===== config.mk =====
export PLATFORM = sky130hd
export DESIGN_NAME = egress_scheduler
export DESIGN_NICKNAME = d
export VERILOG_FILES = /design/src/verilog/switch_pkg.sv /design/src/verilog/egress_scheduler.sv
export SDC_FILE = /design/constraint.sdc
export NUM_CORES = 1
export LEC_CHECK = 0
export BUFFER_PORTS_ARGS = -buffer_cell sky130_fd_sc_hd__buf_4
export CELL_PAD_IN_SITES_DETAIL_PLACEMENT = 0
export CELL_PAD_IN_SITES_GLOBAL_PLACEMENT = 1
export CORE_ASPECT_RATIO = 1.2
export CORE_MARGIN = 10
export CORE_UTILIZATION = 25
export CTS_BUF_LIST = sky130_fd_sc_hd__clkbuf_8
export DETAILED_ROUTE_END_ITERATION = 10
export HOLD_SLACK_MARGIN = 0.03
export PLACE_DENSITY_LB_ADDON = 0.12
export SYNTH_ARGS = -nofsm -noshare
export SYNTH_HDL_FRONTEND = slang
export SYNTH_SLANG_ARGS = --single-unit

===== constraint.sdc =====
create_clock -name clk -period 2.4 [get_ports clk]
set_clock_uncertainty 0.2 [all_clocks]
set_input_delay 0.48 -clock clk [delete_from_list [all_inputs] [get_ports clk]]
set_output_delay 0.48 -clock clk [all_outputs]
set_load 0.01 [all_outputs]

===== src/verilog/switch_pkg.sv =====
package switch_pkg;

    localparam int NUM_PORTS  = 4;
    localparam int NUM_SLOTS  = 16;
    localparam int SLOT_WORDS = 16;   // also the longest packet.
    localparam int DATA_W     = 16;

    // free-slot count at or below which almost_full is raised.
    localparam int ALMOST_FULL_LEVEL = 4;

    // descriptor queue per destination.
    localparam int FIFO_DEPTH = 4;
    localparam int FIFO_AW    = $clog2(FIFO_DEPTH);

    localparam int SLOT_CNT_W = $clog2(NUM_SLOTS + 1);

    typedef logic [$clog2(NUM_PORTS)-1:0]  port_t;
    typedef logic [$clog2(NUM_SLOTS)-1:0]  slot_t;
    typedef logic [$clog2(SLOT_WORDS)-1:0] len_t;   // word count minus one.
    typedef logic [SLOT_CNT_W-1:0]         cnt_t;

    // flat word address into the shared buffer.
    typedef logic [$bits(slot_t)+$bits(len_t)-1:0] word_addr_t;

    typedef struct packed {
        slot_t slot;
        len_t  len;
    } desc_t;

endpackage

===== src/verilog/egress_scheduler.sv =====
`timescale 1ns/1ps

module egress_scheduler (
    input  logic                                         clk,
    input  logic                                         rst_n,
    input  logic [switch_pkg::NUM_PORTS-1:0]             q_empty,
    input  switch_pkg::desc_t [switch_pkg::NUM_PORTS-1:0] q_head,
    output logic [switch_pkg::NUM_PORTS-1:0]             q_pop,
    input  logic [switch_pkg::NUM_PORTS-1:0]             ready,
    output switch_pkg::slot_t                            rd_slot,
    output switch_pkg::len_t                             rd_addr,
    input  logic [switch_pkg::DATA_W-1:0]                rd_word,
    output logic                                         rel_vld,
    output switch_pkg::slot_t                            rel_slot,
    output logic [switch_pkg::NUM_PORTS-1:0]             rd_sop,
    output logic [switch_pkg::NUM_PORTS-1:0]             rd_eop,
    output logic [switch_pkg::NUM_PORTS-1:0]             rd_vld,
    output logic [switch_pkg::NUM_PORTS-1:0][switch_pkg::DATA_W-1:0] rd_data
);

    logic              busy_q;
    switch_pkg::port_t rr_q;
    switch_pkg::port_t port_q;
    switch_pkg::slot_t slot_q;
    switch_pkg::len_t  len_q;
    switch_pkg::len_t  idx_q;   // index of the word now on rd_word.
    logic              have_pick;
    switch_pkg::port_t pick;
    logic              start;
    logic              fire;
    logic              last;

    always_comb begin
        switch_pkg::port_t cand;
        have_pick = 1'b0;
        pick      = rr_q;
        for (int i = 0; i < switch_pkg::NUM_PORTS; i++) begin
            cand = rr_q + switch_pkg::port_t'(i);
            if (!have_pick && !q_empty[cand]) begin
                have_pick = 1'b1;
                pick      = cand;
            end
        end
    end

    assign start = !busy_q && have_pick;
    assign fire  = busy_q && ready[port_q];
    assign last  = (idx_q == len_q);

    // word 0 is read in the pop cycle, later words one ahead of the port.
    assign rd_slot = busy_q ? slot_q : q_head[pick].slot;
    assign rd_addr = !busy_q ? '0 : (fire ? idx_q + switch_pkg::len_t'(1) : idx_q);

    always_ff @(posedge clk) begin
        if (!rst_n) begin
            busy_q  <= 1'b0;
            rr_q    <= '0;
            rel_vld <= 1'b0;
        end else begin
            rel_vld <= fire && last;
            if (start) begin
                busy_q <= 1'b1;
                rr_q   <= pick + 1'b1;
            end else if (fire && last) begin
                busy_q <= 1'b0;
            end
        end
    end

    always_ff @(posedge clk) begin
        rel_slot <= slot_q;
        if (start) begin
            port_q <= pick;
            slot_q <= q_head[pick].slot;
            len_q  <= q_head[pick].len;
            idx_q  <= '0;
        end else if (busy_q) begin
            idx_q <= rd_addr;
        end
    end

    for (genvar p = 0; p < switch_pkg::NUM_PORTS; p++) begin : g_out
        assign q_pop[p]   = start && (pick == switch_pkg::port_t'(p));
        assign rd_vld[p]  = fire && (port_q == switch_pkg::port_t'(p));
        assign rd_sop[p]  = rd_vld[p] && (idx_q == '0);
        assign rd_eop[p]  = rd_vld[p] && last;
        assign rd_data[p] = rd_word;
    end

endmodule


Word-level counts from Yosys, hierarchy flattened
Cells that the tools add are included.
{"block": "totals", "ff_bits": 22, "in_bits": 58, "out_inout_bits": 93, "wordCells": 82}
{"block": "classes", "addsub": 5, "order_cmp": 6, "eq_ne": 7, "n_mux": 24, "n_reduce_logical": 32}
{"cell": "$logic_and 1x1->1", "count": 22}
{"cell": "$lt 2x3->1 const B", "count": 6}
{"cell": "$bmux 8 s2", "count": 1}
{"cell": "$mux 4", "count": 3}
{"cell": "$mux 1", "count": 11}
{"cell": "$bmux 1 s2", "count": 5}
{"cell": "$eq 2x2->1 const B", "count": 4}
{"cell": "$mux 8", "count": 1}
{"cell": "$logic_not 1->1", "count": 6}
{"cell": "$mux 2", "count": 3}
{"cell": "$add 2x1->2 const B", "count": 2}
{"cell": "$add 2x2->2 const B", "count": 2}
{"cell": "$add 4x1->4 const B", "count": 1}
{"cell": "$eq 2x1->1 const B", "count": 2}
{"cell": "$eq 4x4->1", "count": 1}
{"cell": "$logic_not 2->1", "count": 2}
{"cell": "$logic_not 4->1", "count": 1}
{"cell": "$reduce_bool 2->1", "count": 1}

Logic depth before layout (Yosys ltp)
{"block": "logic_depth", "ltp_word": 15, "depth_mapped": 8, "mapped_depth_nobuf": 6}

Least setup slack after synthesis
Ideal clock, no wire load.
{"block": "synth_timing", "path_kind": "input port to output port", "from": "in q_empty[2] (netlist bit)", "to": "out q_pop[0] (netlist bit)", "arrival_time_ns": 1.789, "required_time_ns": 1.720, "setup_slack_ns": -0.069, "stages": 8, "path_cell_list": "inv_1 -> a211o_1 -> a32oi_1 -> buf_2 -> buf_2 -> inv_1 -> ha_1 -> and2_1"}
{"block": "synth_via", "elab_chain_cells": 13, "elab_cells_between_ends": 26}
{"element": "from (decl)", "line": "egress_scheduler.sv:6", "rtl": "input logic [switch_pkg::NUM_PORTS-1:0] q_empty,"}
{"element": "$bmux 1 s2", "line": "egress_scheduler.sv:39", "rtl": "if (!have_pick && !q_empty[cand]) begin"}
{"element": "$mux 1 (implied by the code)", "line": "egress_scheduler.sv:39"}
{"element": "$logic_not 1->1", "line": "egress_scheduler.sv:39"}
{"element": "$logic_and 1x1->1", "line": "egress_scheduler.sv:39"}
{"element": "$mux 1", "line": "egress_scheduler.sv:39"}
{"element": "$logic_not 1->1", "line": "egress_scheduler.sv:39"}
{"element": "$logic_and 1x1->1", "line": "egress_scheduler.sv:39"}
{"element": "$mux 1", "line": "egress_scheduler.sv:39"}
{"element": "$logic_not 1->1", "line": "egress_scheduler.sv:39"}
{"element": "$logic_and 1x1->1", "line": "egress_scheduler.sv:39"}
{"element": "$mux 2 *", "line": "egress_scheduler.sv:39"}
{"element": "net pick[0]", "line": "egress_scheduler.sv:28", "rtl": "switch_pkg::port_t pick;"}
{"element": "$logic_not 2->1 *", "line": "egress_scheduler.sv:83", "rtl": "assign q_pop[p] = start && (pick == switch_pkg::port_t'(p));"}
{"element": "$logic_and 1x1->1 *", "line": "egress_scheduler.sv:83"}
{"element": "to (decl)", "line": "egress_scheduler.sv:8", "rtl": "output logic [switch_pkg::NUM_PORTS-1:0] q_pop,"}
Mark *: on every way through the listed nets, which the timed path passes. The rest lies on a longest branch. The select of a mux whose other input is x is not followed.

Worst setup path in the final report
{"block": "layout_timing", "from": "reg rr_q[1]", "to": "out rd_slot[3]"}
{"block": "layout_via", "elab_chain_cells": 15, "elab_cells_between_ends": 28}
{"element": "from (decl)", "line": "egress_scheduler.sv:22", "rtl": "switch_pkg::port_t rr_q;"}
{"element": "from (signal assigned)", "line": "egress_scheduler.sv:63", "rtl": "rr_q <= pick + 1'b1;"}
{"element": "$add 2x1->2", "line": "egress_scheduler.sv:38", "rtl": "cand = rr_q + switch_pkg::port_t'(i);"}
{"element": "$bmux 1 s2", "line": "egress_scheduler.sv:39"}
{"element": "$mux 1 (implied by the code)", "line": "egress_scheduler.sv:39"}
{"element": "$logic_not 1->1", "line": "egress_scheduler.sv:39"}
{"element": "$logic_and 1x1->1", "line": "egress_scheduler.sv:39"}
{"element": "$mux 1", "line": "egress_scheduler.sv:39"}
{"element": "$logic_not 1->1", "line": "egress_scheduler.sv:39"}
{"element": "$logic_and 1x1->1", "line": "egress_scheduler.sv:39"}
{"element": "$mux 1", "line": "egress_scheduler.sv:39"}
{"element": "$logic_not 1->1", "line": "egress_scheduler.sv:39"}
{"element": "$logic_and 1x1->1", "line": "egress_scheduler.sv:39"}
{"element": "$mux 2 *", "line": "egress_scheduler.sv:39"}
{"element": "$bmux 8 s2 *", "line": "egress_scheduler.sv:51", "rtl": "assign rd_slot = busy_q ? slot_q : q_head[pick].slot;"}
{"element": "$mux 8 *"}
{"element": "$mux 4 *", "line": "egress_scheduler.sv:51"}
{"element": "to (decl)", "line": "egress_scheduler.sv:10", "rtl": "output switch_pkg::slot_t rd_slot,"}
Every way passes the cells marked *; elsewhere a longest branch is shown, timed or not. The select of a mux whose other input is x is not followed.

==> run_results.csv <==
group,metric,value,unit
logic_synthesis,ys_seq_area_share,27.7,%
placement,port_buffers,70,
logic_synthesis,synth.area.top_cells,"buf_4 25%, edfxtp_1 15%, dfxtp_1 12%, mux2i_1 8.7%, ha_1 3.8%",
cts,cts_buffers,3,
timing,worst_pin_slew,479,ps
logic_synthesis,ys_ff_latch,22,
timing,maxSlewHeadroom,68.1,%
final_layout,layout.nets,332,
cts,cts_tree,"done",
detailed_routing,wl_per_cell,15.1,um
cts,htreeDepth,1,
cts,cts-root-buf,"clkbuf_8",
logic_synthesis,synth_top_area_share,24.6,%
grt,grt_pass1_vias,1596,
logic_synthesis,synth_top_area_cell,"buf_4",
detailed_routing,drt_pass1_iterations,4,
timing,tns,-1460,ps
critical_path,worstPathArrival,1940,ps
timing,finalMaxSlewViolations,0,
floorplanning,die_h,117,um
placement,gp_congestion,0.767,
critical_path,cp_max_fo,6,
grt,grt_pass1_wl,8.05,mm
logic_synthesis,syn-cell-area,1950,um2
pwr,p_per_area,573,nW/um2
cts,cts.clk_slew.worst_paths,90,ps
logic_synthesis,ys_async_sr_fraction,0,%
floorplanning,core,7660,um2
timing,clock.fmax,0.382,GHz
final_layout,final_common_cell,"buf_4",
detailed_routing,drtIter0Drc,63,
grt,grt_antenna_before_repair,0,
cts,clkLatencyLatePin,260,ps
run_status,violations,"setup timing",
floorplanning,die_w,101,um
timing,finalHoldViolCount,0,
final_layout,postLayoutCellArea,2940,um2
timing,setup_violations,14,
grt,gr-usage-all-layers,8.44,%
logic_synthesis,synthCells,220,
floorplanning,num_io_pins,151,
timing,rsz0062_at_grt,"yes",
logic_synthesis,yosys_warnings,0,
run,maxCapViolations,0,
detailed_routing,num_vias,1510,
final_layout,area_delta_synth_final,50.9,%
logic_synthesis,synth_area_per_cell,8.87,um2
logic_synthesis,synth_edf_count,10,
floorplanning,die_area,11800,um2
final_layout,drive_gt1_share,63.3,%
cts,ctsHoldBuffers,0,
final_layout,final_cells,359,
placement,placed_cells,344,
cts,numClockSinks,22,
final_layout,final_cell_mix,"97 x buf_4, 14 x buf_6, 13 x mux2i_1",
placement,dp_hpwl,4.36,mm
logic_synthesis,synth-main-ff-cell,"dfxtp_1",
pwr,peakVddDrop,0.225,mV
grt,grt-ovfl-total,0,
detailed_routing,drc,0,
floorplanning,initial_utilization,25.5,%
timing,min_period,2620,ps
worst_hold_path,holdCritPathClass,"reg -> reg",
critical_path,cp-start-kind,"register",
pwr,p_leak,1.24,nW
pwr,total_power,1.69,mW
timing,period_share,109,%
floorplanning,rows,35,
critical_path,worstSetupPathType,"reg -> out",
logic_synthesis,mappedNetlistNets,284,
detailed_routing,viasPerCell,4.21,
final_layout,n_antenna_cell,0,
run_status,run_status,"complete, but fails checks",
placement,place_area,2330,um2
critical_path,crit_required,1720,ps
detailed_routing,antenna_left,0,
detailed_routing,drt-total-wl,5.42,mm
timing,fin_ws,-221,ps
grt,grt_max_degree,14,
critical_path,end_kind,"primary output",
logic_synthesis,ys_types,37,
cts,clock_path_buffers,2,
==> stage by stage <==
stage / utilization (%) / worst slack, ps / hold WS, ps
after global placement: 30.4 / -218 / 165
after floorplan: - / 27.8 / 148
after global routing: 38.4 / -302 / 206
after CTS: 32.5 / -204 / 192
after detailed placement: 30.4 / -192 / 170
final: 38.4 / -221 / 187
==> power breakdown <==
part           internal, mW  leakage [nW]  switching, mW
clock network         0.223        0.0357          0.131
registers             0.458         0.199         0.0371
logic                 0.460          1.01          0.377
==> critical path: stages, from the launching register on <==
cell and delay (ps):
dfxtp_4 370, buf_6 110, a211o_1 260, a32oi_4 240, buf_12 170, buf_4 120, a2111oi_4 40, a221oi_2 200
buf_4 160
==> Yosys cell counts, types with 4 or more instances <==
cell type  number
xor2_1          6
a221oi_1        4
a21boi_0        4
ha_1            6
nor2_1         18
nand2_1         8
and2_1          7
edfxtp_1       10
buf_4          64
dfxtp_1        12
a2111oi_0       4
inv_1          10
mux2i_1        17
a211oi_1        5
xnor2_1         4
a21oi_1         7
==> area by class of cell <==
cell class | count | area (um2)
fill | 776 | 4720
clock inverter | 1 | 30.0
inverter | 11 | 48.8
tap | 92 | 115
timing repair buffer | 115 | 966
sequential | 22 | 549
multi-input combinational | 115 | 1190
clock buffer | 3 | 41.3
==> registers in the layout (all words and copies together), names as in the netlist <==
signal	count
idx_q	4
len_q	4
rel_slot	4
slot_q	4
port_q	2
rr_q	2
busy_q	1
rel_vld	1
==> what timing repair did <==
action | CTS | global route
setup endpoints to repair | 23 | 24
pin swaps | 10 | 15
resized for setup | 19 | 81
setup buffers | 2 | 8
gates cloned | 0 | 1
==> layer usage <==
metal | routed length [um] | GRT usage [%] | vias up | share of wire (%)
met3 | 383 | 1.89 | 12 | 7.1
met5 | 0 | 0 | - | 0
met1 | 2090 | 9.66 | 681 | 39
li1 | - | - | 787 | -
met4 | 93 | 4.06 | 0 | 1.7
met2 | 2850 | 14.5 | 30 | 53
==> path summary, 6_finish.rpt <==
| path | start | end | slack, ps | cells past startpoint |
|---|---|---|---|---|
| worst max-delay path | rr_q[1]$_SDFFE_PN0P_ | rd_slot[3] | -220 | 8 |
| worst min-delay path | slot_q[3]$_DFFE_PP_ | rel_slot[3]$_DFF_P_ | 190 | 0 |
| worst min register to register | slot_q[3]$_DFFE_PP_ | rel_slot[3]$_DFF_P_ | 190 | 0 |
| worst max register to register | rr_q[0]$_SDFFE_PN0P_ | len_q[0]$_DFFE_PP_ | 310 | 8 |
==> kinds of logic (layout without fill, tap and decap cells) <==
group / count (synthesis) / count (layout) / share of synthesized area, %
simple gates: 52 / 52 / 13.8
fa+ha+maj: 6 / 6 / 3.85
compound gates: 29 / 29 / 10.7
mux: 18 / 18 / 9.88
buf+inv: 83 / 130 / 29.6
xor+xnor: 10 / 10 / 4.49
flops: 22 / 22 / 27.7
(Power assumes the default switching activity.)
