===== config.mk =====
export PLATFORM = sky130hd
export DESIGN_NAME = port_ingress_flat
export DESIGN_NICKNAME = d
export VERILOG_FILES = /design/src/verilog/switch_pkg.sv /design/src/verilog/switch_ifs.sv /design/src/verilog/port_ingress.sv /design/src/flat_wrapper.sv
export SDC_FILE = /design/constraint.sdc
export NUM_CORES = 1
export LEC_CHECK = 0
export BUFFER_PORTS_ARGS = -buffer_cell sky130_fd_sc_hd__buf_2
export CAP_MARGIN = 10
export CORE_UTILIZATION = 48
export CTS_BUF_LIST = sky130_fd_sc_hd__clkbuf_8
export DETAILED_ROUTE_END_ITERATION = 6
export PLACE_DENSITY = 0.85
export SLEW_MARGIN = 20
export SYNTH_ARGS = -nofsm -noshare
export SYNTH_HDL_FRONTEND = slang
export SYNTH_SLANG_ARGS = --single-unit

===== constraint.sdc =====
create_clock -name clk -period 2.1 [get_ports clk]
set_clock_uncertainty 0.2 [all_clocks]
set_input_delay 0.315 -clock clk [delete_from_list [all_inputs] [get_ports clk]]
set_output_delay 0.315 -clock clk [all_outputs]
set_load 0.05 [all_outputs]

===== src/verilog/switch_pkg.sv =====
package switch_pkg;

    localparam int NUM_PORTS  = 4;
    localparam int NUM_SLOTS  = 16;
    localparam int SLOT_WORDS = 16;   // also the longest packet.
    localparam int DATA_W     = 16;

    // free-slot count at or below which almost_full is raised.
    localparam int ALMOST_FULL_LEVEL = 4;

    // descriptor queue per destination.
    localparam int FIFO_DEPTH = 4;
    localparam int FIFO_AW    = $clog2(FIFO_DEPTH);

    localparam int SLOT_CNT_W = $clog2(NUM_SLOTS + 1);

    typedef logic [$clog2(NUM_PORTS)-1:0]  port_t;
    typedef logic [$clog2(NUM_SLOTS)-1:0]  slot_t;
    typedef logic [$clog2(SLOT_WORDS)-1:0] len_t;   // word count minus one.
    typedef logic [SLOT_CNT_W-1:0]         cnt_t;

    // flat word address into the shared buffer.
    typedef logic [$bits(slot_t)+$bits(len_t)-1:0] word_addr_t;

    typedef struct packed {
        slot_t slot;
        len_t  len;
    } desc_t;

endpackage

===== src/verilog/switch_ifs.sv =====
`timescale 1ns/1ps

// slot request from one ingress port to the allocator.
interface alloc_if;
    logic              req;
    logic              grant;
    logic              ok;    // low when no slot was free.
    switch_pkg::slot_t slot;

    modport ingress (
        output req,
        input  grant,
        input  ok,
        input  slot
    );

    modport allocator (
        input  req,
        output grant,
        output ok,
        output slot
    );
endinterface

// one write port into the packet buffer.
interface buf_wr_if;
    logic                            en;
    switch_pkg::slot_t               slot;
    switch_pkg::len_t                addr;
    logic [switch_pkg::DATA_W-1:0]   data;

    modport writer (output en, output slot, output addr, output data);
    modport memory (input en, input slot, input addr, input data);
endinterface


===== src/verilog/port_ingress.sv =====
`timescale 1ns/1ps

module port_ingress (
    input  logic                          clk,
    input  logic                          rst_n,
    input  logic                          sop,
    input  logic                          eop,
    input  logic                          vld,
    input  logic [switch_pkg::DATA_W-1:0] data,
    alloc_if.ingress                      alloc,
    buf_wr_if.writer                      wr,
    output logic                          desc_vld,
    output switch_pkg::desc_t             desc,
    output switch_pkg::port_t             desc_dest
);

    logic                          d_vld;
    logic                          d_eop;
    logic [switch_pkg::DATA_W-1:0] d_data;
    logic                          keep_q;   // current packet holds a slot.
    switch_pkg::slot_t             slot_q;
    switch_pkg::len_t              addr_q;
    switch_pkg::port_t             dest_q;

    assign alloc.req = vld && sop;

    // the grant lines up with the delayed header word.
    assign wr.en   = d_vld && (alloc.grant ? alloc.ok : keep_q);
    assign wr.slot = alloc.grant ? alloc.slot : slot_q;
    assign wr.addr = alloc.grant ? '0 : addr_q;
    assign wr.data = d_data;

    always_ff @(posedge clk) begin
        if (!rst_n) begin
            d_vld    <= 1'b0;
            keep_q   <= 1'b0;
            desc_vld <= 1'b0;
        end else begin
            d_vld    <= vld;
            desc_vld <= wr.en && d_eop;
            if (alloc.grant) begin
                keep_q <= alloc.ok;   // a refused packet is dropped.
            end else if (wr.en && d_eop) begin
                keep_q <= 1'b0;
            end
        end
    end

    always_ff @(posedge clk) begin
        d_eop  <= eop;
        d_data <= data;
        if (alloc.req) begin
            dest_q <= data[1:0];   // header bits 1:0.
        end
        if (alloc.grant) begin
            slot_q <= alloc.slot;
        end
        if (wr.en) begin
            addr_q <= wr.addr + switch_pkg::len_t'(1);
        end
        if (wr.en && d_eop) begin
            desc.slot <= wr.slot;
            desc.len  <= wr.addr;
            desc_dest <= dest_q;
        end
    end

endmodule


===== src/flat_wrapper.sv =====
// flat-port wrapper written by rule: the top's interface ports become plain ports
module port_ingress_flat 
  (clk, rst_n, sop, eop, vld, data, desc_vld, desc, desc_dest, alloc_req, alloc_grant, alloc_ok, alloc_slot, wr_en, wr_slot, wr_addr, wr_data);
  alloc_if alloc_i ();
  buf_wr_if wr_i ();
  input  logic clk;
  input  logic rst_n;
  input  logic sop;
  input  logic eop;
  input  logic vld;
  input  logic [switch_pkg::DATA_W-1:0] data;
  output logic desc_vld;
  output switch_pkg::desc_t desc;
  output switch_pkg::port_t desc_dest;
  output wire logic [$bits(alloc_i.req)-1:0] alloc_req;
  input wire logic [$bits(alloc_i.grant)-1:0] alloc_grant;
  input wire logic [$bits(alloc_i.ok)-1:0] alloc_ok;
  input wire logic [$bits(alloc_i.slot)-1:0] alloc_slot;
  output wire logic [$bits(wr_i.en)-1:0] wr_en;
  output wire logic [$bits(wr_i.slot)-1:0] wr_slot;
  output wire logic [$bits(wr_i.addr)-1:0] wr_addr;
  output wire logic [$bits(wr_i.data)-1:0] wr_data;
  assign alloc_req = alloc_i.req;
  assign alloc_i.grant = alloc_grant;
  assign alloc_i.ok = alloc_ok;
  assign alloc_i.slot = alloc_slot;
  assign wr_en = wr_i.en;
  assign wr_slot = wr_i.slot;
  assign wr_addr = wr_i.addr;
  assign wr_data = wr_i.data;
  port_ingress u_core (.clk(clk), .rst_n(rst_n), .sop(sop), .eop(eop), .vld(vld), .data(data), .alloc(alloc_i), .wr(wr_i), .desc_vld(desc_vld), .desc(desc), .desc_dest(desc_dest));
endmodule

== Word-level counts from Yosys, hierarchy flattened ==
Cells that the tools add are included.
Widths: inputs -> output; s select.
Operators by class
  $add $sub $neg: 1
  reductions and logical operators: 4
  mux-type cells: 5
Operator list (number)
  $mux 4: 2
  $add 4x1->4 const B: 1
  $logic_and 1x1->1: 3
  $mux 1: 3
  $reduce_bool 2->1: 1
Word-level totals
  output and inout port bits: 37
  register bits: 40
  bits of input ports: 27
  word-level logic and storage cells: 21

== Depth between registers and ports, before layout ==
Gate-level depths: netlist of the first run.
  word-level depth: 5
  gate-level depth with buffers: 3
  depth with buffers taken out: 3

== Worst setup path after synthesis of the first run ==
OpenSTA, ideal clock, no wires.
  path kind: input-to-reg
  from: input alloc_grant
  to: register, netlist name u_core.desc[1]
  data required time: 1.563 ns
  data arrival time: 1.184 ns
  buffers on the path: 1
  cell stages on the path: 2
  slack: 0.379 ns
  library setup time: 0.337 ns
  cells stage by stage: buf_4 -> nor2b_1
Between the ends
  longest elaborated chain between the ends: 1
RTL lines
  from (decl): line flat_wrapper.sv:16  | input wire logic [$bits(alloc_i.grant)-1:0] alloc_grant;
  $mux 4: line port_ingress.sv:30  | assign wr.addr = alloc.grant ? '0 : addr_q;
  via wr_addr[1]: line flat_wrapper.sv:21  | output wire logic [$bits(wr_i.addr)-1:0] wr_addr;
The timed path passes the listed nets, and every way through them passes these cells.
A chain may end at the register's enable or synchronous reset.

== Worst setup path in the final report of the first run ==
  from: input alloc_grant
  to: output wr_en
Between the ends
  longest elaborated chain between the ends: 2
RTL lines
  $mux 1: line port_ingress.sv:28  | assign wr.en = d_vld && (alloc.grant ? alloc.ok : keep_q);
  $logic_and 1x1->1: line port_ingress.sv:28
  to (decl): line flat_wrapper.sv:19  | output wire logic [$bits(wr_i.en)-1:0] wr_en;
Every way passes these cells.

==> out/metrics.cfg, run 1 <==
[status]
status = completed

[clock_network]
ctsLongestPathBuffers = 2
cts_buffers = 5
clk_latency_ns = 0.28
clock_sinks = 40
cts_root_buf = clkbuf_8
htreeDepth = 2
cts_tree = built
clk_pin_slew_ns = 0.07

[yosys]
ys.flop_type = dfxtp_1
syn_inst = 68
synthArstFlopShare_pct = 0
synthTopCellsByArea = dfxtp_1 42%, edfxtp_1 42%, mux2_2 3.9%, and2_1 1.6%, nor2b_1 1.6%
synth.ff_latch_count = 40
post-synth-top-count-cell = dfxtp_1
synth_edf_count = 16
yosys.area_share.simple_pct = 8.13
ys_seq_area_share_pct = 83.2
synth_xor_xnor_area_share_pct = 2.28
synth_top_family_by_area = simple AND/OR/NAND/NOR gates
yosysWarnings = 0
synthTopCellsByCount = 24 x dfxtp_1, 16 x edfxtp_1, 4 x mux2_2
synth_top_area_share_pct = 41.6
synth_compound_area_share_pct = 0.650
syn-num-nets = 95
synthAdderAreaFrac_pct = 0
synth_area_sq_um = 1150
synth.avg_cell_area_sq_um = 17.0
netlist.top_cell.by_area = dfxtp_1
synthMuxAreaShare_pct = 4.77
ys_types = 18

[min_path]
hp-class = input port to flop

[job]
drv_cap = 0

[die]
die_y_microns = 51.1
die_x_microns = 51.1
pin_count = 64
coreArea_sq_um = 2230
die_area_sq_um = 2610
start_util_pct = 51.7
rows = 17

[pwr]
p_comb_share_pct = 13.7
p_sw_uw = 420
power.internal_uw = 1260
seq_power_share_pct = 50.8
vdd_drop_max_v = 0.000753
p_sw_share_pct = 24.9
power.clock.fraction_pct = 35.5
power_density_nw_per_um2 = 948
p_leak_uw = 0.000813

[placement]
dp_slack_ns = 0.235
placed_cell_area_sq_um = 1500
port_buffers = 63
dp.cells = 158
routabilityCongestion = 0.699

[sta]
rsz0062_at_grt = no
fin_hold_ws_ns = 0.0531
finalSetupTns_ns = 0
setup_violations = 0
period_needed_ns = 1.89
worst_slack_ns = 0.213
relSlewSlack_pct = 62.2
finalHoldViolCount = 0
fin_crit_sh_pct = 89.8
max_slew.worst_pin.slew_ns = 0.566
max_clock_freq_ghz = 0.530
slew_violations = 0

[critical_path]
end_kind = output pin
cp_data_arrival_time_ns = 1.37
path_max_fanout = 14
required_ns = 1.58
crit_type = input port to output pin
critPathLaunchType = input port
r2r_slack_ns = 0.60

[routing]
vias = 879
via_per_inst = 4.80
ant_nets = 0
drt_iter0_drc = 16
wirelength_mm = 2.72
avgRoutedWirePerCell_microns = 14.9
drcViolationCount = 0
drt_pre_antenna_iters = 4

[global_route]
grt_pass1_vias = 950
overflow = 0
grt_max_degree = 15
antenna_found_initial = 0
grt_use_total_pct = 24.5
grt_first_pass_wirelength_mm = 4.26

[finish]
drive_above_1_share_pct = 49.0
layoutNonFillerInstCount = 183
diodes = 0
area_growth_pct = 53.7
fillers = 128
nNetsFinal = 181
final_area_sq_um = 1780

registers in the layout, summed over array words and instances (netlist names):
| register | flops |
|---|---|
| u_core.wr.data | 16 |
| u_core.desc | 8 |
| u_core.addr_q | 4 |
| u_core.slot_q | 4 |
| u_core.desc_dest | 2 |
| u_core.dest_q | 2 |
| u_core.d_eop | 1 |
| u_core.d_vld | 1 |
| u_core.desc_vld | 1 |
| u_core.keep_q | 1 |
path summary, 6_finish.rpt:
kind / start / end / depth (start not counted)
worst max register to register: u_core.keep_q / u_core.desc[3] / 2
worst min-delay path: vld / u_core.d_vld / 2
worst max-delay path: alloc_grant / wr_en / 4
worst min register to register: u_core.dest_q[0] / u_core.desc_dest[0] / 0
power groups by stage:
stage	sequential (uW)	combinational, uW	clock, uW
final	856	231	597
after global routing	859	239	638
after CTS	854	226	606
after detailed placement	872	202	0
after global placement	870	198	0
after floorplan	939	74.3	0
timing repair:
action                     in CTS  in global routing
hold endpoints to repair       17                  0
setup endpoints to repair       0                  0
gates resized for setup         0                  0
hold buffers                   17                  0
setup buffers                   0                  0
logic make-up (layout without fill, tap and decap cells):
| group | after synthesis | count (layout) |
|---|---|---|
| AND/OR/NAND/NOR | 17 | 17 |
| flip-flops | 40 | 40 |
| buffers and inverters | 2 | 89 |
| XOR/XNOR | 3 | 3 |
| AO/OA/AOI/OAI | 1 | 1 |
| multiplexers | 5 | 5 |
cell usage in the layout (no fill, tap or decap):
| master | netlist | layout |
|---|---|---|
| nand3b_1 | 1 | 1 |
| xnor2_1 | 1 | 1 |
| edfxtp_1 | 16 | 16 |
| nor2b_1 | 3 | 3 |
| xor2_1 | 2 | 2 |
| inv_1 | 1 | 2 |
| nand2b_1 | 1 | 1 |
| bufinv_16 | 0 | 1 |
| and2b_2 | 1 | 1 |
| and2_1 | 3 | 3 |
| mux2_2 | 4 | 4 |
| nand3_1 | 1 | 1 |
| mux2i_1 | 1 | 1 |
| nor2_2 | 1 | 1 |
| nor2_1 | 3 | 3 |
| clkbuf_8 | 0 | 5 |
| dfxtp_1 | 24 | 24 |
| dlygate4sd3_1 | 0 | 17 |
| buf_2 | 0 | 63 |
| a21boi_0 | 1 | 1 |
| clkinv_2 | 0 | 1 |
| nand2_1 | 3 | 3 |
layout make-up:
type	count	area (sq um)	share of cell area (%)
Clock buffer	5	68.8	3.88
Clock inverter	3	38.8	2.18
Inverter	1	3.75	0.211
Multi-Input combinational cell	26	183	10.3
Sequential cell	40	961	54.1
Tap cell	28	35.0	1.97
Timing Repair Buffer	80	485	27.3
routing by layer:
layer  part of all wire (%)  track usage [%]  vias to the layer above  wire length [microns]
met4                    3.9             19.0                        0                    107
met1                     37             25.0                      408                   1020
met2                     48             39.3                       60                   1310
met5                      0                0                        -                      0
met3                     10             10.1                       11                    283
li1                       -                -                      400                      -
through the flow:
stage / total power, uW / util (%)
floorplan: 1010 / -
global placement: 1070 / 67.1
detailed placement: 1070 / 67.1
CTS: 1690 / 79.5
global route: 1740 / 79.5
finish: 1680 / 79.5
critical path, stage by stage:
cell and delay [ns]:
buf_2 0.23, mux2i_1 0.30, and2b_2 0.30, buf_2 0.22
(Power assumes the default switching activity.)
==> run 2: changes to the inputs <==
--- a/config.mk
+++ b/config.mk
@@ -11,6 +11,7 @@
 export CTS_BUF_LIST = sky130_fd_sc_hd__clkbuf_8
 export DETAILED_ROUTE_END_ITERATION = 6
 export PLACE_DENSITY = 0.85
+export SETUP_SLACK_MARGIN = 0.4
 export SLEW_MARGIN = 20
 export SYNTH_ARGS = -nofsm -noshare
 export SYNTH_HDL_FRONTEND = slang
==> run 2 against run 1 <==
Effect of this change: combinational power is 4% higher; sequential power is essentially flat; utilization grew 2.2 points; first-iteration DRC count fell by 38%; highest routed layer unchanged; critical path depth shrank 1; hold slack better by 0.033 ns; largest cell class unchanged; total power grew 0.50%; sequential share of layout area fell by 1.5 points; maximum frequency up 9.1%; design area grew 2.8%; global-route usage decreased by 0.35 points.
==> out/metrics.cfg, run 2 (synthesized netlist as in run 1, its figures left out) <==
[clock_network]
clk_pin_slew_ns = 0.07  ; about the same
htreeDepth = 2  ; unchanged
cts_root_buf = clkbuf_8  ; unchanged
clock_sinks = 40  ; unchanged
clk_latency_ns = 0.29  ; was 0.28 ns
cts_buffers = 5  ; unchanged
cts_tree = built  ; unchanged
ctsLongestPathBuffers = 2  ; unchanged

[routing]
drcViolationCount = 0  ; unchanged
ant_nets = 0  ; unchanged
drt_iter0_drc = 10  ; was 16
wirelength_mm = 2.78  ; was 2.72 mm
drt_pre_antenna_iters = 4  ; unchanged
avgRoutedWirePerCell_microns = 14.8  ; was 14.9 microns
vias = 889  ; was 879
via_per_inst = 4.75  ; was 4.80

[pwr]
vdd_drop_max_v = 0.000809  ; was 0.000753 V
power_density_nw_per_um2 = 927  ; was 948 nW/um^2
p_leak_uw = 0.000836  ; was 0.000813 uW

[finish]
area_growth_pct = 58.1  ; was 53.7%
drive_above_1_share_pct = 50.3  ; was 49.0%
final_cell_mix = 58 x buf_2, 24 x dfxtp_1, 17 x dlygate4sd3_1  ; was 63 x buf_2, 24 x dfxtp_1, 17 x dlygate4sd3_1
nNetsFinal = 185  ; was 181
layoutNonFillerInstCount = 187  ; was 183
diodes = 0  ; unchanged
fin_util_pct = 81.7  ; was 79.5%
largest_reg_flops = 16  ; unchanged
mostFrequentLayoutCell = buf_2  ; unchanged

[placement]
routabilityCongestion = 0.699  ; unchanged
dp.cells = 158  ; unchanged
dp_slack_ns = 0.235  ; unchanged
port_buffers = 63  ; unchanged

[status]
status = completed  ; unchanged

[die]
start_util_pct = 51.7  ; unchanged
die_area_sq_um = 2610  ; unchanged
die_y_microns = 51.1  ; unchanged
coreArea_sq_um = 2230  ; unchanged
die_x_microns = 51.1  ; unchanged
rows = 17  ; unchanged
pin_count = 64  ; unchanged

[sta]
fin_hold_ws_ns = 0.0863  ; was 0.0531 ns
finalSetupTns_ns = 0  ; unchanged
worst_slack_ns = 0.371  ; was 0.213 ns
max_clock_freq_ghz = 0.578  ; was 0.530 GHz
setup_violations = 0  ; unchanged
period_needed_ns = 1.73  ; was 1.89 ns
slew_violations = 0  ; unchanged
finalHoldViolCount = 0  ; unchanged
rsz0062_at_grt = yes  ; was no
max_slew.worst_pin.slew_ns = 0.537  ; was 0.566 ns
relSlewSlack_pct = 64.2  ; was 62.2%
fin_crit_sh_pct = 82.3  ; was 89.8%

[critical_path]
path_delay_family = flip-flops  ; was buffers and inverters
critPathLaunchType = flop  ; was input port
required_ns = 1.58  ; about the same
path_cells = mux2i_1 -> and2b_2 -> buf_6  ; was buf_2 -> mux2i_1 -> and2b_2 -> buf_2
path_max_fanout = 2  ; was 14
crit_type = flop to output pin  ; was input port to output pin
path_buf_inv = 1  ; was 2
crit_slowest_cell = dfxtp_1  ; was mux2i_1
end_kind = output pin  ; unchanged
critPathMaxStageDelay_ns = 0.32  ; was 0.30 ns
cp_data_arrival_time_ns = 1.21  ; was 1.37 ns

[global_route]
grt_max_degree = 15  ; unchanged
grt_first_pass_wirelength_mm = 4.22  ; was 4.26 mm
overflow = 0  ; unchanged
grt_use_total_pct = 24.1  ; was 24.5%
grt_pass1_vias = 989  ; was 950
antenna_found_initial = 0  ; unchanged

[min_path]
hp-class = input port to flop  ; unchanged

[job]
drv_cap = 0  ; unchanged

==> run 2: cell count changes in the layout (fill, tap and decap cells not counted) <==
cell / delta
clkbuf_4: +2
buf_2: -5
buf_6: +2
buf_4: +5
==> run 2: path summary, 6_finish.rpt <==
check                                      start             endpoint  slack [ns]  cells past startpoint
worst min-delay path               alloc_slot[0]     u_core.slot_q[0]        0.09                      2
worst max-delay path               u_core.keep_q                wr_en        0.37                      3
worst min register to register  u_core.dest_q[0]  u_core.desc_dest[0]        0.23                      0
worst max register to register     u_core.keep_q       u_core.desc[3]        0.52                      3
==> run 2: metal layers <==
layer / vias to the layer above / GRT usage, % / part of all wire [%] / routed length [microns]
met1: 406 / 24.1 / 36 / 994
li1: 405 / - / - / -
met2: 64 / 40.8 / 51 / 1420
met5: - / 0 / 0 / 0
met3: 14 / 6.85 / 8.5 / 236
met4: 0 / 20.4 / 4.6 / 128
==> run 2: final cells by class <==
cell class	instances	area (sq um)
timing repair buffer	84	536
inverter	1	3.75
clock buffer	5	68.8
clock inverter	3	38.8
fill	127	408
sequential	40	961
tap	28	35.0
multi-input combinational	26	183
==> run 2: metrics by stage <==
step / power, uW / instance area (sq um)
after floorplan: 1010 / 1150
after global placement: 1070 / 1500
after detailed placement: 1070 / 1500
after CTS: 1690 / 1800
after global routing: 1740 / 1830
final: 1690 / 1830
==> run 2: worst register-to-register path, delay by kind of cell (launching register included) <==
kind	cells	cell delay, ns
buf+inv	1	0.15
flops	1	0.34
mux	1	0.10
simple gates	1	0.43
==> run 2: timing repair <==
item / in CTS / in global routing
hold buffers: 17 / 0
gates cloned: 0 / 0
endpoints found under the hold margin: 17 / 0
setup endpoints to repair: 2 / 4
resized for setup: 3 / 4
setup buffers: 2 / 2
==> run 2: where the power goes <==
| group | internal, uW | switching, uW | total [uW] |
|---|---|---|---|
| Combinational | 79.5 | 160 | 240 |
| Sequential | 844 | 11.5 | 855 |
| Clock | 347 | 249 | 597 |
| Total | 1270 | 421 | 1690 |
